## config.mk

```make
export PLATFORM = sky130hd
export DESIGN_NAME = microOpExpander
export DESIGN_NICKNAME = d
export VERILOG_FILES = /design/src/hdl/armIsaPkg.sv /design/src/hdl/uopCtrlPkg.sv /design/src/hdl/condCheck.sv /design/src/hdl/instrClassifier.sv /design/src/hdl/ldmRegWalker.sv /design/src/hdl/microOpExpander.sv /design/src/hdl/uopFormatter.sv /design/src/hdl/uopSequencer.sv
export SDC_FILE = /design/constraint.sdc
export NUM_CORES = 1
export LEC_CHECK = 0
export BUFFER_PORTS_ARGS = -buffer_cell sky130_fd_sc_hd__buf_2
export CORE_ASPECT_RATIO = 1.5
export CORE_MARGIN = 2
export CORE_UTILIZATION = 25
export CTS_CLUSTER_DIAMETER = 30
export CTS_CLUSTER_SIZE = 30
export DETAILED_ROUTE_END_ITERATION = 10
export GPL_ROUTABILITY_DRIVEN = 0
export SETUP_SLACK_MARGIN = 0.02
export SYNTH_ARGS = -nofsm -noshare
export SYNTH_HDL_FRONTEND = slang
export SYNTH_HIERARCHICAL = 1
export SYNTH_SLANG_ARGS = --single-unit
```

## constraint.sdc

```tcl
create_clock -name clk -period 9.6 [get_ports clk]
set_input_delay 1.92 -clock clk [delete_from_list [all_inputs] [get_ports clk]]
set_output_delay 1.92 -clock clk [all_outputs]
set_load 0.05 [all_outputs]
```

## src/hdl/armIsaPkg.sv

```systemverilog
// ARM instruction set constants
package armIsaPkg;

	localparam int instrWidth = 32; // Full instruction word
	localparam int regIdxWidth = 4; // r0 to r15
	localparam int regListWidth = 16; // One bit per register in LDM

	localparam logic [regIdxWidth-1:0] regPc = 4'd15;
	localparam logic [regIdxWidth-1:0] regLr = 4'd14;
	localparam logic [regIdxWidth-1:0] regRz = 4'd15; // Scratch slot, remapped by regFileRz

	// Bits 27:6 of BX/BLX, which also look like RSR
	localparam logic [21:0] bxPattern = {8'b0001_0010, 12'hFFF, 2'b00};

	typedef enum logic [3:0] {
		condEq = 4'b0000, // Z set
		condNe = 4'b0001,
		condCs = 4'b0010, // C set
		condCc = 4'b0011,
		condMi = 4'b0100, // N set
		condPl = 4'b0101,
		condVs = 4'b0110, // V set
		condVc = 4'b0111,
		condHi = 4'b1000, // Unsigned higher
		condLs = 4'b1001,
		condGe = 4'b1010, // Signed compares
		condLt = 4'b1011,
		condGt = 4'b1100,
		condLe = 4'b1101,
		condAl = 4'b1110,
		condNv = 4'b1111  // Never
	} condCode;

	typedef enum logic [3:0] {
		opAnd = 4'b0000,
		opEor = 4'b0001,
		opSub = 4'b0010,
		opRsb = 4'b0011,
		opAdd = 4'b0100,
		opAdc = 4'b0101,
		opSbc = 4'b0110,
		opRsc = 4'b0111,
		opTst = 4'b1000,
		opTeq = 4'b1001,
		opCmp = 4'b1010,
		opCmn = 4'b1011,
		opOrr = 4'b1100,
		opMov = 4'b1101,
		opBic = 4'b1110,
		opMvn = 4'b1111
	} dpOpcode;

endpackage

```

## src/hdl/uopCtrlPkg.sv

```systemverilog
// Micro-op control types
package uopCtrlPkg;

	// Expansion class of the decode-stage word
	typedef enum logic [1:0] {
		plain,
		rsr, // Register-shifted-register data processing
		branchLink,
		loadMultiple
	} instrClass;

	typedef enum logic [1:0] {
		ready, // Idle, looking at a fresh instruction
		rsrSecond,
		blSecond,
		ldmRun // Walking the rest of the register list
	} seqState;

	typedef enum logic [2:0] {
		passThrough,
		rsrShift, // Rz = Rm shifted by Rs
		rsrOperate, // Rd = Rn op Rz
		blLink, // LR = PC
		blBranch,
		ldmFirst, // Load with start offset off Rn
		ldmNext, // Load at Rz + 4
		ldmFlush // Never-execute filler
	} uopKind;

	typedef logic [3:0] rzOverride; // {RA1 mux, WA3, RA2, RA1} Rz selects

	localparam rzOverride rzNone = 4'b0000;
	localparam rzOverride rzShiftDest = 4'b1100; // Write Rz, read Rm through first port
	localparam rzOverride rzOperandSrc = 4'b0010; // Read Rz on second port

endpackage

```

## src/hdl/condCheck.sv

```systemverilog
// Condition code evaluator
module condCheck import armIsaPkg::*; (
	input  logic [3:0] flags,
	input  condCode    cond,
	output logic       condPass
);

	logic n;
	logic z;
	logic c;
	logic v;

	assign n = flags[3]; // NZCV order
	assign z = flags[2];
	assign c = flags[1];
	assign v = flags[0];

	always_comb begin
		case (cond)
			condEq: condPass = z;
			condNe: condPass = !z;
			condCs: condPass = c;
			condCc: condPass = !c;
			condMi: condPass = n;
			condPl: condPass = !n;
			condVs: condPass = v;
			condVc: condPass = !v;
			condHi: condPass = c && !z;
			condLs: condPass = !c || z;
			condGe: condPass = (n == v);
			condLt: condPass = (n != v);
			condGt: condPass = !z && (n == v);
			condLe: condPass = z || (n != v);
			condAl: condPass = 1'b1;
			default: condPass = 1'b0; // NV never runs
		endcase
	end

endmodule

```

## src/hdl/instrClassifier.sv

```systemverilog
// Instruction class decoder
module instrClassifier import armIsaPkg::*, uopCtrlPkg::*; (
	input  logic [instrWidth-1:0] defaultInstr,
	output instrClass             instClass
);

	logic isDataProc; // Bits 27:25 all zero
	logic isRegShift; // Shift amount from a register
	logic isBx; // Branch exchange shares the pattern
	logic isRsr;
	logic isBl;
	logic isLdm;

	assign isDataProc = (defaultInstr[27:25] == 3'b000);
	assign isRegShift = !defaultInstr[7] && defaultInstr[4]; // Bit 7 set would be multiply/extra load
	assign isBx = (defaultInstr[27:6] == bxPattern);

	assign isRsr = isDataProc && isRegShift && !isBx;
	assign isBl = (defaultInstr[27:24] == 4'b1011); // Link bit 24 set
	assign isLdm = (defaultInstr[27:25] == 3'b100) && defaultInstr[20]; // STM has L clear

	// Priority order matters only on paper, the patterns do not overlap
	always_comb begin
		if (isRsr) begin
			instClass = rsr;
		end else if (isBl) begin
			instClass = branchLink;
		end else if (isLdm) begin
			instClass = loadMultiple;
		end else begin
			instClass = plain; // Everything else, STM included
		end
	end

endmodule

```

## src/hdl/ldmRegWalker.sv

```systemverilog
// Load multiple register walker
module ldmRegWalker import armIsaPkg::*; (
	input  logic                   clk,
	input  logic                   reset,
	input  logic                   stallUop,
	input  logic                   atReady,
	input  logic [regListWidth-1:0] regList,
	input  logic [1:0]             puBits,
	output logic [regIdxWidth-1:0] loadReg,
	output logic [11:0]            startImm,
	output logic                   uBit,
	output logic                   lastReg
);

	localparam int countWidth = $clog2(regListWidth + 1);

	logic [regListWidth-1:0] storedList; // Registers still to load
	logic [regListWidth-1:0] curList;
	logic [regListWidth-1:0] remainList;
	logic [countWidth-1:0]   setCount;
	logic [11:0]             listBytes; // 4 x set bits

	// Fresh list from the instruction on the first micro-op
	assign curList = atReady ? regList : storedList;
	assign remainList = curList & (curList - 1'b1); // Drop lowest set bit

	always_ff @(posedge clk) begin
		if (reset) begin
			storedList <= '0;
		end else if (!stallUop) begin
			storedList <= remainList;
		end
	end

	// Lowest set bit wins, scanned from the top down
	always_comb begin
		loadReg = '0;
		for (int i = regListWidth - 1; i >= 0; i--) begin
			if (curList[i]) begin
				loadReg = regIdxWidth'(i);
			end
		end
	end

	assign setCount = countWidth'($countones(curList));
	assign lastReg = (setCount == countWidth'(1));
	assign listBytes = 12'(setCount) << 2;

	// Start offset relative to Rn per P/U addressing mode
	always_comb begin
		startImm = '0;
		uBit = 1'b1;
		case (puBits)
			2'b00: begin // DA, Rn - 4N + 4
				startImm = listBytes - 12'd4;
				uBit = 1'b0;
			end
			2'b01: begin // IA, start at Rn
				startImm = '0;
				uBit = 1'b1;
			end
			2'b10: begin // DB, Rn - 4N
				startImm = listBytes;
				uBit = 1'b0;
			end
			2'b11: begin // IB, Rn + 4
				startImm = 12'd4;
				uBit = 1'b1;
			end
			default: begin
				startImm = '0;
				uBit = 1'b1;
			end
		endcase
	end

endmodule

```

## src/hdl/microOpExpander.sv

```systemverilog
// Micro-op expander top
module microOpExpander import armIsaPkg::*, uopCtrlPkg::*; (
	input  logic                  clk,
	input  logic                  reset,
	input  logic [instrWidth-1:0] defaultInstr,
	input  logic [3:0]            flags, // NZCV
	input  logic                  stallUop,
	output logic [instrWidth-1:0] uopInstr,
	output logic                  instrMux,
	output logic                  doNotUpdateFlag,
	output logic                  uopStall,
	output rzOverride             regFileRz,
	output logic                  prevRsrState,
	output logic                  ldmForward
);

	instrClass              instClass;
	logic                   condPass;
	logic                   atReady;
	logic [regIdxWidth-1:0] loadReg;
	logic [11:0]            startImm;
	logic                   uBit;
	logic                   lastReg;
	uopKind                 kind;

	instrClassifier classifier_i (
		.defaultInstr(defaultInstr),
		.instClass(instClass)
	);

	condCheck condCheck_i (
		.flags(flags),
		.cond(condCode'(defaultInstr[31:28])),
		.condPass(condPass)
	);

	ldmRegWalker walker_i (
		.clk(clk),
		.reset(reset),
		.stallUop(stallUop),
		.atReady(atReady),
		.regList(defaultInstr[regListWidth-1:0]),
		.puBits(defaultInstr[24:23]), // Addressing mode
		.loadReg(loadReg),
		.startImm(startImm),
		.uBit(uBit),
		.lastReg(lastReg)
	);

	uopSequencer sequencer_i (
		.clk(clk),
		.reset(reset),
		.stallUop(stallUop),
		.instClass(instClass),
		.condPass(condPass),
		.lastReg(lastReg),
		.atReady(atReady),
		.kind(kind),
		.instrMux(instrMux),
		.doNotUpdateFlag(doNotUpdateFlag),
		.uopStall(uopStall),
		.prevRsrState(prevRsrState),
		.ldmForward(ldmForward),
		.regFileRz(regFileRz)
	);

	uopFormatter formatter_i (
		.defaultInstr(defaultInstr),
		.kind(kind),
		.loadReg(loadReg),
		.startImm(startImm),
		.uBit(uBit),
		.uopInstr(uopInstr)
	);

endmodule

```

## src/hdl/uopFormatter.sv

```systemverilog
// Micro-op word builder
module uopFormatter import armIsaPkg::*, uopCtrlPkg::*; (
	input  logic [instrWidth-1:0]  defaultInstr,
	input  uopKind                 kind,
	input  logic [regIdxWidth-1:0] loadReg,
	input  logic [11:0]            startImm,
	input  logic                   uBit,
	output logic [instrWidth-1:0]  uopInstr
);

	logic [3:0]  cond;
	logic        lBit;
	logic [3:0]  rn;
	logic [11:0] shifterOp;

	assign cond = defaultInstr[31:28];
	assign lBit = defaultInstr[20]; // Load/store direction
	assign rn = defaultInstr[19:16];
	assign shifterOp = defaultInstr[11:0];

	always_comb begin
		case (kind)
			rsrShift: begin // MOV Rz, Rm <shift> Rs
				uopInstr = {defaultInstr[31:25], opMov, 1'b0, 4'b0000, regRz, shifterOp};
			end
			rsrOperate: begin // Same op, Rz unshifted as operand 2
				uopInstr = {defaultInstr[31:12], 8'b0, regRz};
			end
			blLink: begin // MOV LR, PC
				uopInstr = {cond, 3'b000, opMov, 1'b0, 4'b0000, regLr, 8'b0, regPc};
			end
			blBranch: begin
				uopInstr = {defaultInstr[31:25], 1'b0, defaultInstr[23:0]}; // Link bit cleared
			end
			ldmFirst: begin // Pre-indexed immediate, no writeback
				uopInstr = {
					cond, 3'b010,
					1'b1, uBit, 1'b0, 1'b0, lBit, // P U B W L
					rn, loadReg,
					startImm
				};
			end
			ldmNext: begin // Register offset off forwarded Rz
				uopInstr = {
					cond, 3'b011,
					1'b1, 1'b1, 1'b0, 1'b0, lBit,
					regRz, loadReg,
					12'h00F // Rm slot reads the constant 4
				};
			end
			ldmFlush: begin
				uopInstr = {cond, 3'b001, opAdd, 1'b0, 20'b0}; // ADD r0, r0, #0 squashed
			end
			default: begin
				uopInstr = defaultInstr;
			end
		endcase
	end

endmodule

```

## src/hdl/uopSequencer.sv

```systemverilog
// Micro-op sequencing FSM
module uopSequencer import uopCtrlPkg::*; (
	input  logic      clk,
	input  logic      reset,
	input  logic      stallUop,
	input  instrClass instClass,
	input  logic      condPass,
	input  logic      lastReg,
	output logic      atReady,
	output uopKind    kind,
	output logic      instrMux,
	output logic      doNotUpdateFlag,
	output logic      uopStall,
	output logic      prevRsrState,
	output logic      ldmForward,
	output rzOverride regFileRz
);

	seqState state;
	seqState nextState;

	// Back-pressure freezes the sequence where it is
	always_ff @(posedge clk) begin
		if (reset) begin
			state <= ready;
		end else if (!stallUop) begin
			state <= nextState;
		end
	end

	assign atReady = (state == ready);

	// Mealy decode of kind and next state
	always_comb begin
		nextState = state;
		kind = passThrough;
		case (state)
			ready: begin
				case (instClass)
					rsr: begin
						kind = rsrShift;
						nextState = rsrSecond;
					end
					branchLink: begin
						kind = blLink;
						nextState = blSecond;
					end
					loadMultiple: begin
						kind = ldmFirst;
						nextState = lastReg ? ready : ldmRun; // Single register is done at once
					end
					default: begin
						kind = passThrough;
						nextState = ready;
					end
				endcase
			end
			rsrSecond: begin
				kind = rsrOperate;
				nextState = ready;
			end
			blSecond: begin
				kind = blBranch;
				nextState = ready;
			end
			ldmRun: begin
				if (!condPass) begin
					kind = ldmFlush; // First load was skipped, abandon the rest
					nextState = ready;
				end else begin
					kind = ldmNext;
					nextState = lastReg ? ready : ldmRun;
				end
			end
			default: begin
				kind = passThrough;
				nextState = ready;
			end
		endcase
	end

	// Fetch holds the instruction until the final micro-op
	assign uopStall = (nextState != ready);

	assign instrMux = !(kind inside {passThrough, ldmFlush});
	assign doNotUpdateFlag = kind inside {rsrShift, ldmFirst, ldmNext, ldmFlush};
	assign prevRsrState = (kind == rsrOperate); // Operate stage reads shifter carry
	assign ldmForward = (kind == ldmNext); // Rz follows the previous address

	always_comb begin
		case (kind)
			rsrShift: regFileRz = rzShiftDest;
			rsrOperate: regFileRz = rzOperandSrc;
			default: regFileRz = rzNone;
		endcase
	end

endmodule

```

== After elaboration in Yosys (flattened, before gate mapping) ==
Index checks and enable logic that the tools add are counted.
Widths: inputs -> output; s select.

* Register bits after elaboration: 18
* Bits in latches: 0
* Memory bits (writable): 0
* ROM bits: 0
* Input bits: 39
* Output and inout port bits: 41
* Word-level logic and storage cells: 114
* Memories: 0

* Add/subtract/negate cells: 17
* $mul: 0
* Div/mod/pow operators: 0
* Magnitude comparators: 0
* Eq/ne operators: 36
* Shifts and indexed selects: 0
* Mux-type cells: 32
* Bitwise operators: 1
* Reduce and logical (&&, ||, !) cells: 26

{| class="wikitable"
|+ Operators by type and width
! kind !! number
|-
| $pmux 28 s7 || 1
|-
| $mux 4 || 16
|-
| $pmux 12 s4 || 1
|-
| $add 5x5->5 || 7
|-
| $eq 4x4->1 const B || 8
|-
| $eq 22x19->1 const B || 1
|-
| $add 1x1->2 || 8
|-
| $and 16x16->16 || 1
|-
| $eq 4x3->1 const B || 4
|-
| $mux 16 || 1
|-
| $sub 16x1->16 const B || 1
|-
| $eq 3x3->1 const B || 5
|-
| $pmux 1 s15 || 1
|-
| $eq 2x2->1 const B || 6
|-
| $pmux 2 s3 || 2
|-
| $pmux 3 s4 || 1
|-
| $mux 2 || 5
|-
| $pmux 3 s3 || 1
|-
| $eq 4x2->1 const B || 2
|-
| $pmux 4 s2 || 1
|-
| $sub 7x3->8 const B || 1
|-
| $logic_not 1->1 || 7
|-
| $eq 2x1->1 const B || 3
|-
| $eq 3x2->1 const B || 2
|-
| 15 further kinds || 26
|}

== Longest topological paths before layout ==
* Word-level depth: 19
* Depth in mapped cells: 25
* Gate-level depth less buffers: 21

== Hierarchy ==
The synthesis kept the hierarchy.

{| class="wikitable"
|+ By module, submodules not included
! module !! instances !! cells an instance !! area each (um2) !! seq. area each (um2)
|-
| ldmRegWalker || 1 || 220 || 1,793.0 || 300.3
|-
| uopFormatter || 1 || 100 || 575.6 || 0.0
|-
| uopSequencer || 1 || 35 || 239.0 || 40.0
|-
| condCheck || 1 || 28 || 193.9 || 0.0
|-
| instrClassifier || 1 || 13 || 88.8 || 0.0
|}

== Worst setup path after synthesis ==
Ideal clock, no wire load.

* Path kind: input to output
* Start: input defaultInstr[1]
* End: output uopStall
* Data arrival time: 7.005 ns
* Required time: 7.680 ns
* Setup slack: 0.675 ns
* Cell stages on the path: 18
* Buffers on the path: 0
* Cells stage by stage: mux2i_1 inv_1 fa_1 inv_1 fa_1 inv_1 fa_1 inv_1 fa_1 inv_1 ha_1 inv_1 fa_1 ha_1 and2_1 a21boi_0 a21oi_1 o32ai_1

* Word-level cells in the longest chain between the ends: 10
* Elaborated cells between the ends (all ways): 11
* Those cells by class: add/sub: 4; eq/ne: 1; mux: 5; reduce/logical: 1

{| class="wikitable"
|+ RTL lines
! item !! line !! source
|-
| start: declaration || microOpExpander.sv:5 || <nowiki>input logic [instrWidth-1:0] defaultInstr,</nowiki>
|-
| $mux 16 (*) || ldmRegWalker.sv:24 || <nowiki>assign curList = atReady ? regList : storedList;</nowiki>
|-
| $add 1x1->2 (not written as such) (*) || ldmRegWalker.sv:45 || <nowiki>assign setCount = countWidth'($countones(curList));</nowiki>
|-
| $add 5x5->5 (not written as such) (*) (3 in series) || ldmRegWalker.sv:45 ||
|-
| $eq 5x1->1 (*) || ldmRegWalker.sv:46 || <nowiki>assign lastReg = (setCount == countWidth'(1));</nowiki>
|-
| via lastReg || microOpExpander.sv:23 || <nowiki>logic lastReg;</nowiki>
|-
| $mux 2 (*) || uopSequencer.sv:50, uopSequencer.sv:72 ||
|-
| $pmux 2 s3 / $mux 2 (equally long branches) || uopSequencer.sv:39, uopSequencer.sv:67 ||
|-
| $pmux 2 s3 (*) || uopSequencer.sv:37 || <nowiki>case (state)</nowiki>
|-
| $reduce_bool 2->1 (*) || uopSequencer.sv:83 || <nowiki>assign uopStall = (nextState != ready);</nowiki>
|-
| end: declaration || microOpExpander.sv:11 || <nowiki>output logic uopStall,</nowiki>
|}

Mark *: on every way through the listed nets, which the timed path passes. The rest lies on a longest branch.

== Final worst setup path ==
* Start: input defaultInstr[1]
* End: output uopInstr[6]

* Word-level cells in the longest chain between the ends: 8

{| class="wikitable"
|+ RTL lines
! item !! line !! source
|-
| $mux 16 (*) || ldmRegWalker.sv:24 ||
|-
| $add 1x1->2 (not written as such) (*) || ldmRegWalker.sv:45 ||
|-
| $add 5x5->5 (not written as such) (*) (3 in series) || ldmRegWalker.sv:45 ||
|-
| $sub 7x3->8 || ldmRegWalker.sv:55 || <nowiki>startImm = listBytes - 12'd4;</nowiki>
|-
| $pmux 12 s4 (*) || ldmRegWalker.sv:53 || <nowiki>case (puBits)</nowiki>
|-
| via startImm[6] || microOpExpander.sv:21 || <nowiki>logic [11:0] startImm;</nowiki>
|-
| $pmux 28 s7 (*) || uopFormatter.sv:22 || <nowiki>case (kind)</nowiki>
|-
| end: declaration || microOpExpander.sv:8 || <nowiki>output logic [instrWidth-1:0] uopInstr,</nowiki>
|}

Marked as above.

==> results.toml <==
[status]
outcome = "complete, no violations"

[cts]
cts-htree-levels = 1
path_clk_slew_ns = 0.05
cts_resized = 0
root_buffer = "clkbuf_16"
cts.sinks = 17
hold_buffers = 0
clk_latency_ns = 0.25
numCtsBuffers = 3
ctsLongestPathBuffers = 2
cts_tree = "built"
postCtsSetupBuffers = 0

[timing]
worst_clock_skew_ns = 0.000429
rsz0062_at_grt = "no"
max_slew.worst_pin.slew_ns = 0.826
whs_ns = 0.493
period_needed_ns = 8.90
timing.setup.tns_ns = 0
setup_viol = 0
drv_slew = 0
finalHoldViolations = 0
max_freq_mhz = 112
relSlewSlack_pct = 45.0
fin_crit_sh_pct = 92.7

[worst_hold_path]
hp-class = "flop to flop"
holdPathEnd = "walker_i/storedList[12]"
worstHoldStart = "walker_i/storedList[12]"
holdPathStages = 2

[detailed_routing]
wl_met3_um = 459
ant_nets = 0
wl_met1_um = 3510
drt-total-wl_um = 9000
top_layer = "met4"
via_count = 3043
first_pass_iters = 4
first_iter_violations = 197
wl_per_cell_um = 15.0
drc = 0
wl_met2_um = 4890
vias_per_cell = 5.05

[worst_setup_path]
start_kind = "primary input"
crit_slowest_cell = "fa_1"
path_cells = "buf_2 -> mux2i_1 -> inv_1 -> fa_1 -> inv_1 -> fa_1 -> inv_1 -> fa_1 -> inv_1 -> fa_1 -> inv_1 -> ha_1 -> inv_1 -> fa_1 -> ha_1 -> inv_1 -> or3_4 -> or3b_1 -> a21oi_1 -> nand2_1 -> a21oi_2 -> buf_2"
critPathArrivalTime_ns = 6.98
r2r_slack_ns = 3.84
required_ns = 7.68
crit_path_max_incr_delay_ns = 0.54
crit_top_cell = "inv_1"
r2r_cells = 19
r2r_end = "sequencer_i/state[1]"
end_kind = "primary output"
path_max_fanout = 4
reg2reg_from = "sequencer_i/state[1]"
path_class = "primary input to primary output"

[final_layout]
diodes = 0
multiInputGateArea_mm2 = 0.00220
instances_no_fill = 602
fin_nets = 511
final_util_pct = 29.7
fill_cells = 1250
final_layout_size_suffix_gt1_share_pct = 26.3
seq_area_um2 = 340
syn2layout_area_growth_pct = 17.1

[yosys]
synth_cells = 396
synthTopCellsByArea = "dfxtp_1 (12%), fa_1 (6.9%), nand2_1 (6.2%), inv_1 (5.3%), mux2i_1 (4.5%)"
ys.flop_type = "dfxtp_1"
yosys_warnings = 6
synth_top_area_share_pct = 11.8
syn-cell-area_mm2 = 0.00289
ys_types = 73
yosysMostFrequentCell = "nand2_1"
avgSynthCellArea_um2 = 7.30
seq_area_frac_synth_pct = 11.8
synth_top_cell_by_area = "dfxtp_1"
async_reset_ff_share_pct = 0
synth_common_cells = "nand2_1 (48), inv_1 (41), nor2_1 (24)"
ys_ff_latch = 17
synth_edf_count = 0

[power_and_ir_drop]
p_total_mw = 0.671
p_per_area_mw_per_mm2 = 198
switchingPower_mw = 0.344
p_sw_share_pct = 51.3
p_seq_share_pct = 12.1
combPwrFrac_pct = 75.7
pwr-share-clk_pct = 12.2
internal_power_mw = 0.327
power_leakage_nw = 1.56
vdd_ir_drop_max_uv = 71.2

[job]
maxCapViolCount = 0

[floorplanning]
die_w_um = 91.8
die_h_um = 136
die_area_mm2 = 0.0125
io_pins = 80
rows = 48
initial_core_util_pct = 25.3
core_mm2 = 0.0114

[global_route]
antenna_found_initial = 0
grt_pass1_vias = 2943
gr-total-overflow = 0
grt_pass1_wl_um = 14300
grtUsageTotal_pct = 14.1
grt_max_degree = 32

[place]
dp.cells = 598
port_buffers = 78
hpwl_um = 7500
-- power by group through the flow --
stage / Clock (mW) / Sequential (mW) / Combinational, mW
after floorplan: 0 / 0.0801 / 0.409
after global placement: 0 / 0.0819 / 0.500
after detailed placement: 0 / 0.0822 / 0.513
after CTS: 0.0856 / 0.0808 / 0.515
after global routing: 0.0874 / 0.0814 / 0.570
final: 0.0821 / 0.0811 / 0.508
-- sequential cells by signal, indices dropped and copies added, names as in the netlist --
signal,count
walker_i/storedList,15
sequencer_i/state,2
-- metrics by stage --
| stage | area (um^2) | setup slack, ns |
|---|---|---|
| floorplan | 2890 | 0.675 |
| global placement | 3310 | 0.758 |
| detailed placement | 3310 | 0.700 |
| CTS | 3390 | 0.694 |
| global route | 3390 | 0.443 |
| finish | 3390 | 0.702 |
-- worst max-delay path: cells and delay by family --
kind                       cells  cell delay [ns]
AOI/OAI and AO/OA              2             0.25
adders and majority gates      7             2.88
buffers and inverters          9             0.86
muxes                          1             0.24
and+or+nand+nor                3             0.84
-- final cells by class --
cell class	count	area share, %
inverters	42	4.66
repair buffers	82	12.4
flip-flops and latches	17	10.1
multi-input cells	307	65.0
clock buffers	4	2.33
well taps	150	5.54
-- kinds of logic after synthesis --
family | Yosys count | synth area share (%)
AOI/OAI and AO/OA | 113 | 26.8
muxes | 18 | 6.58
and+or+nand+nor | 149 | 28.8
adders and majority gates | 19 | 10.8
buffers and inverters | 73 | 12.7
DFF | 17 | 11.8
xor gates and xnor gates | 5 | 2.25
other | 2 | 0.260
-- worst max path at each step --
stage / startpoint / cells after the start / slack [ns] / end
final: defaultInstr[1] / 22 / 0.70 / uopInstr[6]
after CTS: defaultInstr[1] / 22 / 0.69 / uopInstr[6]
after global routing: defaultInstr[1] / 22 / 0.44 / uopInstr[6]
after global placement: defaultInstr[1] / 22 / 0.76 / uopInstr[6]
after detailed placement: defaultInstr[1] / 22 / 0.70 / uopInstr[6]
after floorplan: defaultInstr[1] / 18 / 0.67 / uopStall
-- placed cells by master (no fill, tap or decap), types with 10 or more instances in the layout --
cell      n
a21oi_1  23
o21ai_0  21
fa_1     10
inv_1    41
nand2_1  48
mux2i_1  13
dfxtp_1  17
buf_2    78
nor2_1   24
nor3_1   14
-- layer usage --
metal / up-vias / global-route usage [%]
li1: 1506 / -
met5: - / 0
met2: 85 / 27.5
met4: 0 / 4.31
met3: 10 / 1.84
met1: 1442 / 15.5
No activity file was read; power rests on OpenSTA's default activity.
